File: config.mk
export PLATFORM = sky130hd
export DESIGN_NAME = dccm_rd_pipe
export DESIGN_NICKNAME = d
export VERILOG_FILES = /design/src/dccm_pkg.sv /design/src/dccm_rd_pipe.sv
export VERILOG_INCLUDE_DIRS = /design/src /design/src/src
export SDC_FILE = /design/constraint.sdc
export NUM_CORES = 1
export LEC_CHECK = 0
export BUFFER_PORTS_ARGS = -buffer_cell sky130_fd_sc_hd__buf_2
export CORE_ASPECT_RATIO = 1.75
export CORE_MARGIN = 10
export CORE_UTILIZATION = 56
export CTS_BUF_LIST = sky130_fd_sc_hd__clkbuf_2 sky130_fd_sc_hd__clkbuf_4 sky130_fd_sc_hd__clkbuf_8
export DETAILED_ROUTE_END_ITERATION = 10
export PLACE_DENSITY = 0.83
export SLEW_MARGIN = 20
export SYNTH_ARGS = -nofsm -noshare
export SYNTH_HDL_FRONTEND = slang
export SYNTH_SLANG_ARGS = --single-unit
File: constraint.sdc
create_clock -name clk -period 2.25 [get_ports clk]
set_clock_uncertainty 0.1 [all_clocks]
set_input_delay 0.45 -clock clk [delete_from_list [all_inputs] [get_ports clk]]
set_output_delay 0.45 -clock clk [all_outputs]
set_load 0.01 [all_outputs]
File: src/dccm_params.svh
// DCCM sizing
// Address, bank and word widths for the 4 KB banked data memory

`ifndef DCCM_PARAMS_SVH
`define DCCM_PARAMS_SVH

// Byte address into the whole DCCM
`define DCCM_ADDR_W 12

// Word interleaving over the banks
`define DCCM_NUM_BANKS 8
`define DCCM_BANK_W 3

// Byte offset inside a 32-bit word
`define DCCM_BYTE_W 2

// Word index inside one bank, sits above the bank select
`define DCCM_INDEX_W 7
`define DCCM_BANK_DEPTH 128

// 32 data bits plus 7 check bits, carried as opaque data
`define DCCM_DATA_W 39

`endif

File: src/dccm_pkg.sv
// DCCM types
// Address view, request bundle, per-bank control and read bank selects

`include "dccm_params.svh"

package dccm_pkg;

   // Fields of a byte address, msb first
   typedef struct packed {
      logic [`DCCM_INDEX_W-1:0] index;
      logic [`DCCM_BANK_W-1:0]  bank;
      logic [`DCCM_BYTE_W-1:0]  byte_off;
   } dccm_addr_f_t;

   // One address word, seen flat or split into fields
   typedef union packed {
      logic [`DCCM_ADDR_W-1:0] raw;
      dccm_addr_f_t            f;
   } dccm_addr_u;

   // Load/store request, sampled every cycle
   typedef struct packed {
      logic                    wren;
      logic                    rden;
      dccm_addr_u              wr_addr_lo;
      dccm_addr_u              wr_addr_hi;
      dccm_addr_u              rd_addr_lo;
      dccm_addr_u              rd_addr_hi;
      logic [`DCCM_DATA_W-1:0] wr_data_lo;
      logic [`DCCM_DATA_W-1:0] wr_data_hi;
   } dccm_req_t;

   // Control for one bank
   typedef struct packed {
      logic                     me;
      logic                     we;
      logic [`DCCM_INDEX_W-1:0] index;
      logic [`DCCM_DATA_W-1:0]  wdata;
   } dccm_bank_ctl_t;

   // Banks holding the lo and hi read words
   typedef struct packed {
      logic [`DCCM_BANK_W-1:0] lo_bank;
      logic [`DCCM_BANK_W-1:0] hi_bank;
   } dccm_rd_sel_t;

endpackage

File: src/dccm_rd_pipe.sv
// DCCM read pipeline
// Flops all bank outputs one cycle after a read, then picks the lo and hi words

`timescale 1ns/10ps

`include "dccm_params.svh"

module dccm_rd_pipe (
   input  logic                                         clk,
   input  logic                                         arst_n,
   input  dccm_pkg::dccm_rd_sel_t                       rd_sel,
   input  logic                                         rd_sel_valid,
   input  logic [`DCCM_NUM_BANKS-1:0][`DCCM_DATA_W-1:0] bank_dout,
   output logic [`DCCM_DATA_W-1:0]                      rd_data_lo,
   output logic [`DCCM_DATA_W-1:0]                      rd_data_hi
);

   logic                                         rd_valid_q;
   dccm_pkg::dccm_rd_sel_t                       rd_sel_q;
   dccm_pkg::dccm_rd_sel_t                       rd_sel_q2;
   logic [`DCCM_NUM_BANKS-1:0][`DCCM_DATA_W-1:0] bank_dout_q;

   // First stage, lines up with the bank read
   always_ff @(posedge clk or negedge arst_n) begin
      if (!arst_n) begin
         rd_valid_q <= 1'b0;
         rd_sel_q   <= '0;
      end else begin
         rd_valid_q <= rd_sel_valid;
         if (rd_sel_valid) begin
            rd_sel_q <= rd_sel;
         end
      end
   end

   // Second stage
   // Data and selects only move on a read, so the outputs hold in between
   always_ff @(posedge clk or negedge arst_n) begin
      if (!arst_n) begin
         rd_sel_q2   <= '0;
         bank_dout_q <= '0;
      end else if (rd_valid_q) begin
         rd_sel_q2   <= rd_sel_q;
         bank_dout_q <= bank_dout;
      end
   end

   // Lo and hi word mux
   assign rd_data_lo = bank_dout_q[rd_sel_q2.lo_bank];
   assign rd_data_hi = bank_dout_q[rd_sel_q2.hi_bank];

   a_sel_known : assert property (@(posedge clk) disable iff (!arst_n)
                                  !$isunknown(rd_sel_q2))
      else $error("dccm read pipe: output bank select is unknown");

endmodule

* Word level (Yosys, flattened, before mapping)
Index checks and enable logic that the tools add are counted.
** Operators by class
- $lt $le $gt $ge :: 2
- Muxes and demuxes :: 4
** Operator list (number)
- binary-select mux 39 bit (select 3 bit) :: 2
- 2-to-1 mux 39 bit :: 2
- less-than comparator 3 x 4 -> 1 bit, second input constant :: 2
** Word-level totals
- Output and inout port bits :: 78
- Word-level logic and storage cells :: 19
- Input port bits :: 321
- Bits in registers :: 325

* Logic depth before layout (Yosys ltp)
Gate-level depths: netlist (run 1).
- Depth after elaboration :: 2
- Depth in mapped cells :: 5

* Worst setup path after synthesis (run 1)
No wires, ideal clock.
- Kind :: reg2out
- Start :: reg rd_sel_q2[0] (netlist bit)
- End :: out rd_data_hi[0]
- Data arrival time :: 1.530 ns
- Data required time :: 1.700 ns
- Buffers on the path :: 2
- Setup slack :: 0.170 ns
- Cell stages (with the launch flop) :: 5
- Cell sequence :: dfrtp_1 -> buf_6 -> buf_2 -> mux4_2 -> mux2_2
** On the way
- Word-level cells in the longest chain between the ends :: 2
** RTL lines
- start, declared :: RTL line dccm_rd_pipe.sv:20 : dccm_pkg::dccm_rd_sel_t rd_sel_q2;
- start signal, assigned :: RTL line dccm_rd_pipe.sv:43 : rd_sel_q2 <= rd_sel_q;
- binary-select mux 39 bit (select 3 bit) :: RTL line dccm_rd_pipe.sv:50 : assign rd_data_hi = bank_dout_q[rd_sel_q2.hi_bank];
- 2-to-1 mux 39 bit (implied by the code) :: RTL line dccm_rd_pipe.sv:50
- end, declared :: RTL line dccm_rd_pipe.sv:15 : output logic [`DCCM_DATA_W-1:0] rd_data_hi
No other way between the ends. The select of a mux whose other input is x is not followed.

* Final worst setup path (run 1)
- Start :: reg rd_sel_q2[0] (netlist bit)
- End :: out rd_data_hi[29]
Same word-level chain as after synthesis.

==> results of run 1 <==
-- flip-flops by register name, summed over array words and instances (netlist names) --
signal and flops:
rd_sel_q2 6, bank_dout_q 312, rd_sel_q 6, rd_valid_q 1
-- placed cells by master, fill, tap and decap left out --
cell / count
mux4_2: 156
clkinv_2: 10
mux2_2: 346
dfrtp_1: 318
clkbuf_4: 12
buf_4: 10
buf_12: 19
buf_8: 1
dlygate4sd3_1: 232
dfrtp_4: 5
buf_2: 349
mux2_4: 56
buf_6: 49
bufinv_16: 1
dfrtp_2: 2
clkbuf_16: 2
diode_2: 11
buf_16: 4
clkbuf_8: 63
-- cell families after synthesis --
| kind of cell | Yosys count | share of synthesized area [%] |
|---|---|---|
| buffers and inverters | 80 | 2.64 |
| flip-flops | 325 | 48.8 |
| multiplexers | 558 | 48.5 |
-- metal layers --
metal / wire (microns) / share of wire [%]
met5: 0 / 0
met4: 3770 / 6.7
met3: 3870 / 6.9
met2: 29800 / 53
met1: 18500 / 33
-- through the flow --
| stage | area [sq um] | power (mW) | hold WS (ps) | setup TNS (ps) |
|---|---|---|---|---|
| 2_1_floorplan | 16700 | 9.98 | 54.4 | 0 |
| 3_3_place_gp | 19200 | 11.6 | 271 | -185 |
| 3_5_place_dp | 19200 | 11.7 | 274 | -437 |
| 4_1_cts | 22800 | 17.5 | 0.135 | -49030 |
| 5_1_grt | 23200 | 18.7 | -3.09 | -51860 |
| 6_report | 23200 | 18.0 | 12.6 | -45550 |
-- worst reg2reg max path: cells and delay by family (launching register included) --
kind                   cells  cell delay [ps]
buffers and inverters      1              490
flip-flops                 1              630
multiplexers               1              430
-- worst max path at each step --
stage / startpoint / to / slack, ps / cells after the start
global placement: rd_sel_q2[0] / rd_data_hi[26] / -30 / 4
CTS: rd_sel_q2[0] / rd_data_hi[30] / -670 / 4
floorplan: rd_sel_q2[0] / rd_data_hi[0] / 170 / 4
detailed placement: rd_sel_q2[0] / rd_data_hi[30] / -40 / 4
global route: rd_sel_q2[0] / rd_data_hi[29] / -720 / 4
finish: rd_sel_q2[0] / rd_data_hi[29] / -640 / 4
-- power by group through the flow --
stage	clock network, mW	logic, mW	registers [mW]
floorplan	0	3.17	6.81
global placement	0	4.63	6.96
detailed placement	0	4.70	7.02
CTS	5.23	5.34	6.92
global route	5.48	6.13	7.05
finish	5.18	5.84	6.98
-- repair_timing --
item | in CTS | in global routing
hold buffers | 232 | 0
gates resized for setup | 46 | 59
setup buffers | 1 | 1
cloned | 0 | 3
endpoints found under the setup margin | 78 | 78
hold endpoints to repair | 264 | 0
-- layout make-up --
class | instances | share of cell area, %
Clock inverter | 11 | 0.345
Clock buffer | 75 | 4.13
Sequential cell | 325 | 35.1
Multi-Input combinational cell | 558 | 35.6
Antenna cell | 11 | 0.119
Tap cell | 382 | 2.06
Timing Repair Buffer | 666 | 22.6
==> impl_metrics.py, run 1 <==
metrics = {
    "yosys": {
        "yosysMostFrequentCell": "mux2_2",
        "synth_cell_type_count": 9,
        "post-synth-top-area-cell": "dfrtp_1",
        "netlist_area_sq_um": 16700,
        "synth_top_cell_area_share_pct": 48.8,
        "yosys_register_bits": 325,
        "ys_seq_area_share_pct": 48.8,
        "syn_nets": 1284,
        "syn_avg_cell_area_sq_um": 17.3,
        "synthCells": 963,
        "synthTopCellsByArea": "dfrtp_1 (49%), mux2_2 (26%), mux4_2 (21%)",
        "netlist_top_cells_count": "mux2_2 (390), dfrtp_1 (325), mux4_2 (156), buf_2 (47), clkbuf_1 (25)",
        "synth_top_flop_cell": "dfrtp_1",
        "synthArstFlopShare_pct": 100,
        "synth_edf_count": 0,
        "ys_warn_count": 0,
    },
    "critical_path": {
        "start_kind": "flop",
        "worstPathCellList": "buf_16 -> mux4_2 -> mux2_4 -> buf_2",
        "cp_max_fo": 29,
        "slowest_delay_ps": 590,
        "crit_buf_inv": 2,
        "cp_slowest_cell": "mux4_2",
        "critical_path_class": "flop to output port",
        "r2r_start": "rd_valid_q",
        "reg2reg_depth": 2,
        "rrSetupSlack_ps": 470,
        "worstPathArrival_ps": 2340,
        "cp.required_ps": 1700,
        "critPathTopFamily": "multiplexers",
        "end_kind": "output port",
        "r2r-end": "bank_dout_q[240]",
    },
    "floorplan": {
        "die_w_microns": 150,
        "core_area_sq_um": 29400,
        "rows": 83,
        "die_area_sq_um": 37300,
        "die_h_microns": 248,
        "initial_core_util_pct": 56.7,
        "ios": 399,
    },
    "clock_network": {
        "cts.clk_slew.worst_paths_ps": 70,
        "cts_root_buf": "clkbuf_8",
        "cts-buffers-inserted": 48,
        "cts_tree": "built",
        "cts_buffer_depth": 3,
        "htree_levels": 2,
        "clkLatencyLatePin_ps": 580,
        "clock-sinks": 325,
    },
    "min_path": {
        "min_from": "bank_dout[184]",
        "min_path_cells": 2,
        "hold_path.class": "input pin to flop",
        "worst_hold_path.endpoint": "bank_dout_q[184]",
    },
    "final_layout": {
        "regArea_sq_um": 8150,
        "final_util_pct": 78.9,
        "multi_input_area_sq_um": 8250,
        "drive_gt1_share_pct": 66.4,
        "nets": 1920,
        "fillers": 1504,
        "final_cells": 2028,
        "syn2layout_area_growth_pct": 39.3,
    },
    "placed_design": {
        "dp_hpwl_microns": 33500,
        "dp.cells": 1695,
        "place_ws_ps": -35.0,
        "place_congestion": 0.866,
        "port_buffers": 398,
    },
    "timing": {
        "fin_crit_ps": 2890,
        "setup_viol": 78,
        "tightest_slew_ps": 484,
        "slew_violations": 0,
        "setup_slack_ps": -644,
        "finalCritPeriodShare_pct": 129,
        "maxSlewHeadroom_pct": 67.7,
        "hold_viol_final": 0,
        "fmax_mhz": 346,
        "rsz0062_at_grt": "true",
    },
    "run_status": {
        "violations": "setup timing",
        "status": "finished with violations",
    },
    "global_route": {
        "track_usage_pct": 29.2,
        "grt.busiest_layer": "met2",
        "overflow": 0,
        "grt_max_degree": 82,
        "grt_pass1_vias": 14103,
        "grt_use_met2_pct": 50.7,
        "grt_first_pass_wirelength_microns": 83200,
        "antenna_found_initial": 9,
        "use_met1_pct": 32.6,
        "use_met3_pct": 6.14,
    },
    "power": {
        "combinationalPowerShare_pct": 32.4,
        "ir_drop_uv": 503,
        "p_seq_share_pct": 38.8,
        "power.switching_mw": 5.22,
        "leakage_nw": 10.1,
        "swShare_pct": 29.0,
        "power.density_nw_per_um2": 776,
        "pwr-share-clk_pct": 28.8,
        "p_int_mw": 12.8,
    },
    "drt": {
        "drt_iter0_markers": 637,
        "wirelength_microns": 56000,
        "postRouteAntennaNets": 0,
        "num_vias": 12310,
        "remaining_drc_errors": 0,
        "wl_per_cell_microns": 27.6,
        "first_pass_iters": 5,
        "routed_via_density": 6.07,
    },
    "flow_run": {
        "drv_cap": 0,
    },
}
Power figures use the tool's default switching activity.
==> inputs of run 2 (changes only) <==
==> constraint.sdc (replaced) <==
create_clock -name clk -period 2.25 [get_ports clk]
set_clock_uncertainty 0.1 [all_clocks]
set_input_delay 0.3375 -clock clk [delete_from_list [all_inputs] [get_ports clk]]
set_output_delay 0.3375 -clock clk [all_outputs]
set_load 0.01 [all_outputs]
==> impl_metrics.py, run 2 (synthesis results as in run 1) <==
metrics = {
    "drt": {
        "wl_per_cell_microns": 30.9,
        "first_pass_iters": 5,
        "routed_via_density": 6.26,
        "wirelength_microns": 66000,
        "remaining_drc_errors": 0,
        "postRouteAntennaNets": 0,
        "drt_iter0_markers": 930,
        "num_vias": 13356,
    },
    "run_status": {
        "status": "finished with violations",
        "violations": "setup timing",
    },
    "placed_design": {
        "port_buffers": 398,
        "place_congestion": 0.839,
        "dp_hpwl_microns": 34100,
        "dp.cells": 1700,
        "place_ws_ps": 62.0,
    },
    "global_route": {
        "grt_first_pass_wirelength_microns": 92800,
        "track_usage_pct": 33.2,
        "antenna_found_initial": 11,
        "grt_max_degree": 78,
        "grt_pass1_vias": 15194,
        "overflow": 0,
    },
    "timing": {
        "tns_ps": -37440,
        "fin_crit_ps": 2820,
        "finalCritPeriodShare_pct": 125,
        "hold_ws_ps": 253,
        "slew_violations": 0,
        "hold_viol_final": 0,
        "fmax_mhz": 354,
        "setup_slack_ps": -572,
        "setup_viol": 78,
        "tightest_slew_ps": 613,
        "maxSlewHeadroom_pct": 59.1,
        "rsz0062_at_grt": "true",
    },
    "floorplan": {
        "die_w_microns": 150,
        "rows": 83,
        "initial_core_util_pct": 56.7,
        "die_h_microns": 248,
        "core_area_sq_um": 29400,
        "ios": 399,
        "die_area_sq_um": 37300,
    },
    "clock_network": {
        "cts_tree": "built",
        "cts_buffer_depth": 3,
        "htree_levels": 2,
        "clkLatencyLatePin_ps": 570,
        "clock-sinks": 325,
        "cts.clk_slew.worst_paths_ps": 60,
        "cts-buffers-inserted": 48,
        "cts_root_buf": "clkbuf_8",
    },
    "critical_path": {
        "end_kind": "output port",
        "reg2reg_depth": 2,
        "cp.required_ps": 1810,
        "crit_buf_inv": 3,
        "critPathTopFamily": "multiplexers",
        "cp_slowest_cell": "mux4_2",
        "slowest_delay_ps": 560,
        "critPathMostFrequentCell": "buf_6",
        "cp_max_fo": 6,
        "cp.depth": 5,
        "worstPathArrival_ps": 2380,
        "critical_path_class": "flop to output port",
        "start_kind": "flop",
        "worstPathCellList": "buf_6 -> clkbuf_16 -> mux4_2 -> mux2_4 -> buf_6",
    },
    "final_layout": {
        "mostFrequentLayoutCells": "mux2_2 (337), buf_2 (328), dlygate4sd3_1 (320)",
        "largest_reg_flops": 312,
        "drive_gt1_share_pct": 63.4,
        "final_common_cell": "mux2_2",
        "reg.largest.list": "bank_dout_q: 312 flops, rd_sel_q2: 6 flops, rd_sel_q: 6 flops",
        "syn2layout_area_growth_pct": 47.7,
        "regMostFlops": "bank_dout_q",
        "nets": 2033,
        "final_cells": 2135,
        "final_util_pct": 83.7,
    },
    "power": {
        "ir_drop_uv": 551,
        "power.density_nw_per_um2": 759,
        "leakage_nw": 10.7,
    },
    "min_path": {
        "hold_path.class": "input pin to asynchronous set/reset pin",
    },
    "flow_run": {
        "drv_cap": 0,
    },
}
==> run 2: final timing paths <==
path | startpoint | slack (ps) | to
worst max register to register | rd_valid_q | 540 | bank_dout_q[261]
worst min register to register | rd_sel_q[0] | 420 | rd_sel_q[0]
worst min-delay path | arst_n | 250 | bank_dout_q[241]
max in group asynchronous | arst_n | 1000 | bank_dout_q[70]
worst max-delay path | rd_sel_q2[0] | -570 | rd_data_hi[1]
min in group clk | rd_sel_q[0] | 420 | rd_sel_q[0]
==> run 2: area by class of cell <==
cell class | instances | area, sq um
tap | 382 | 478
fill | 1255 | 4790
clock inverter | 5 | 25.0
timing repair buffer | 779 | 6690
clock buffer | 75 | 945
antenna | 11 | 27.5
sequential | 325 | 8150
multi-input combinational | 558 | 8280
==> run 2: repair_timing <==
action | 4_1_cts | 5_1_grt
buffers inserted | 4 | 7
gates cloned | 5 | 10
hold endpoints to repair | 370 | 0
hold buffers | 320 | 0
endpoints found under the setup margin | 78 | 78
resized for setup | 86 | 70
==> run 2: report_power, final <==
group	leakage, nW	switching (mW)	total, mW	internal, mW
Clock	0.523	2.35	5.00	2.65
Sequential	3.79	0.631	7.08	6.45
Combinational	6.42	2.60	6.59	3.99
Total	10.7	5.58	18.7	13.1
==> run 2: through the flow <==
step,total power [mW],area [sq um]
floorplan,9.98,16700
global placement,11.6,19300
detailed placement,11.8,19300
CTS,17.7,24100
global route,19.2,24600
finish,18.7,24600
==> run 2: metal layers <==
layer	part of all wire [%]	wire, microns	vias up	global-route usage, %
li1	-	-	5290	-
met2	53	35200	948	58.3
met1	31	20300	6795	33.9
met5	0	0	-	0
met3	7.8	5170	323	8.07
met4	8.1	5350	0	23.1
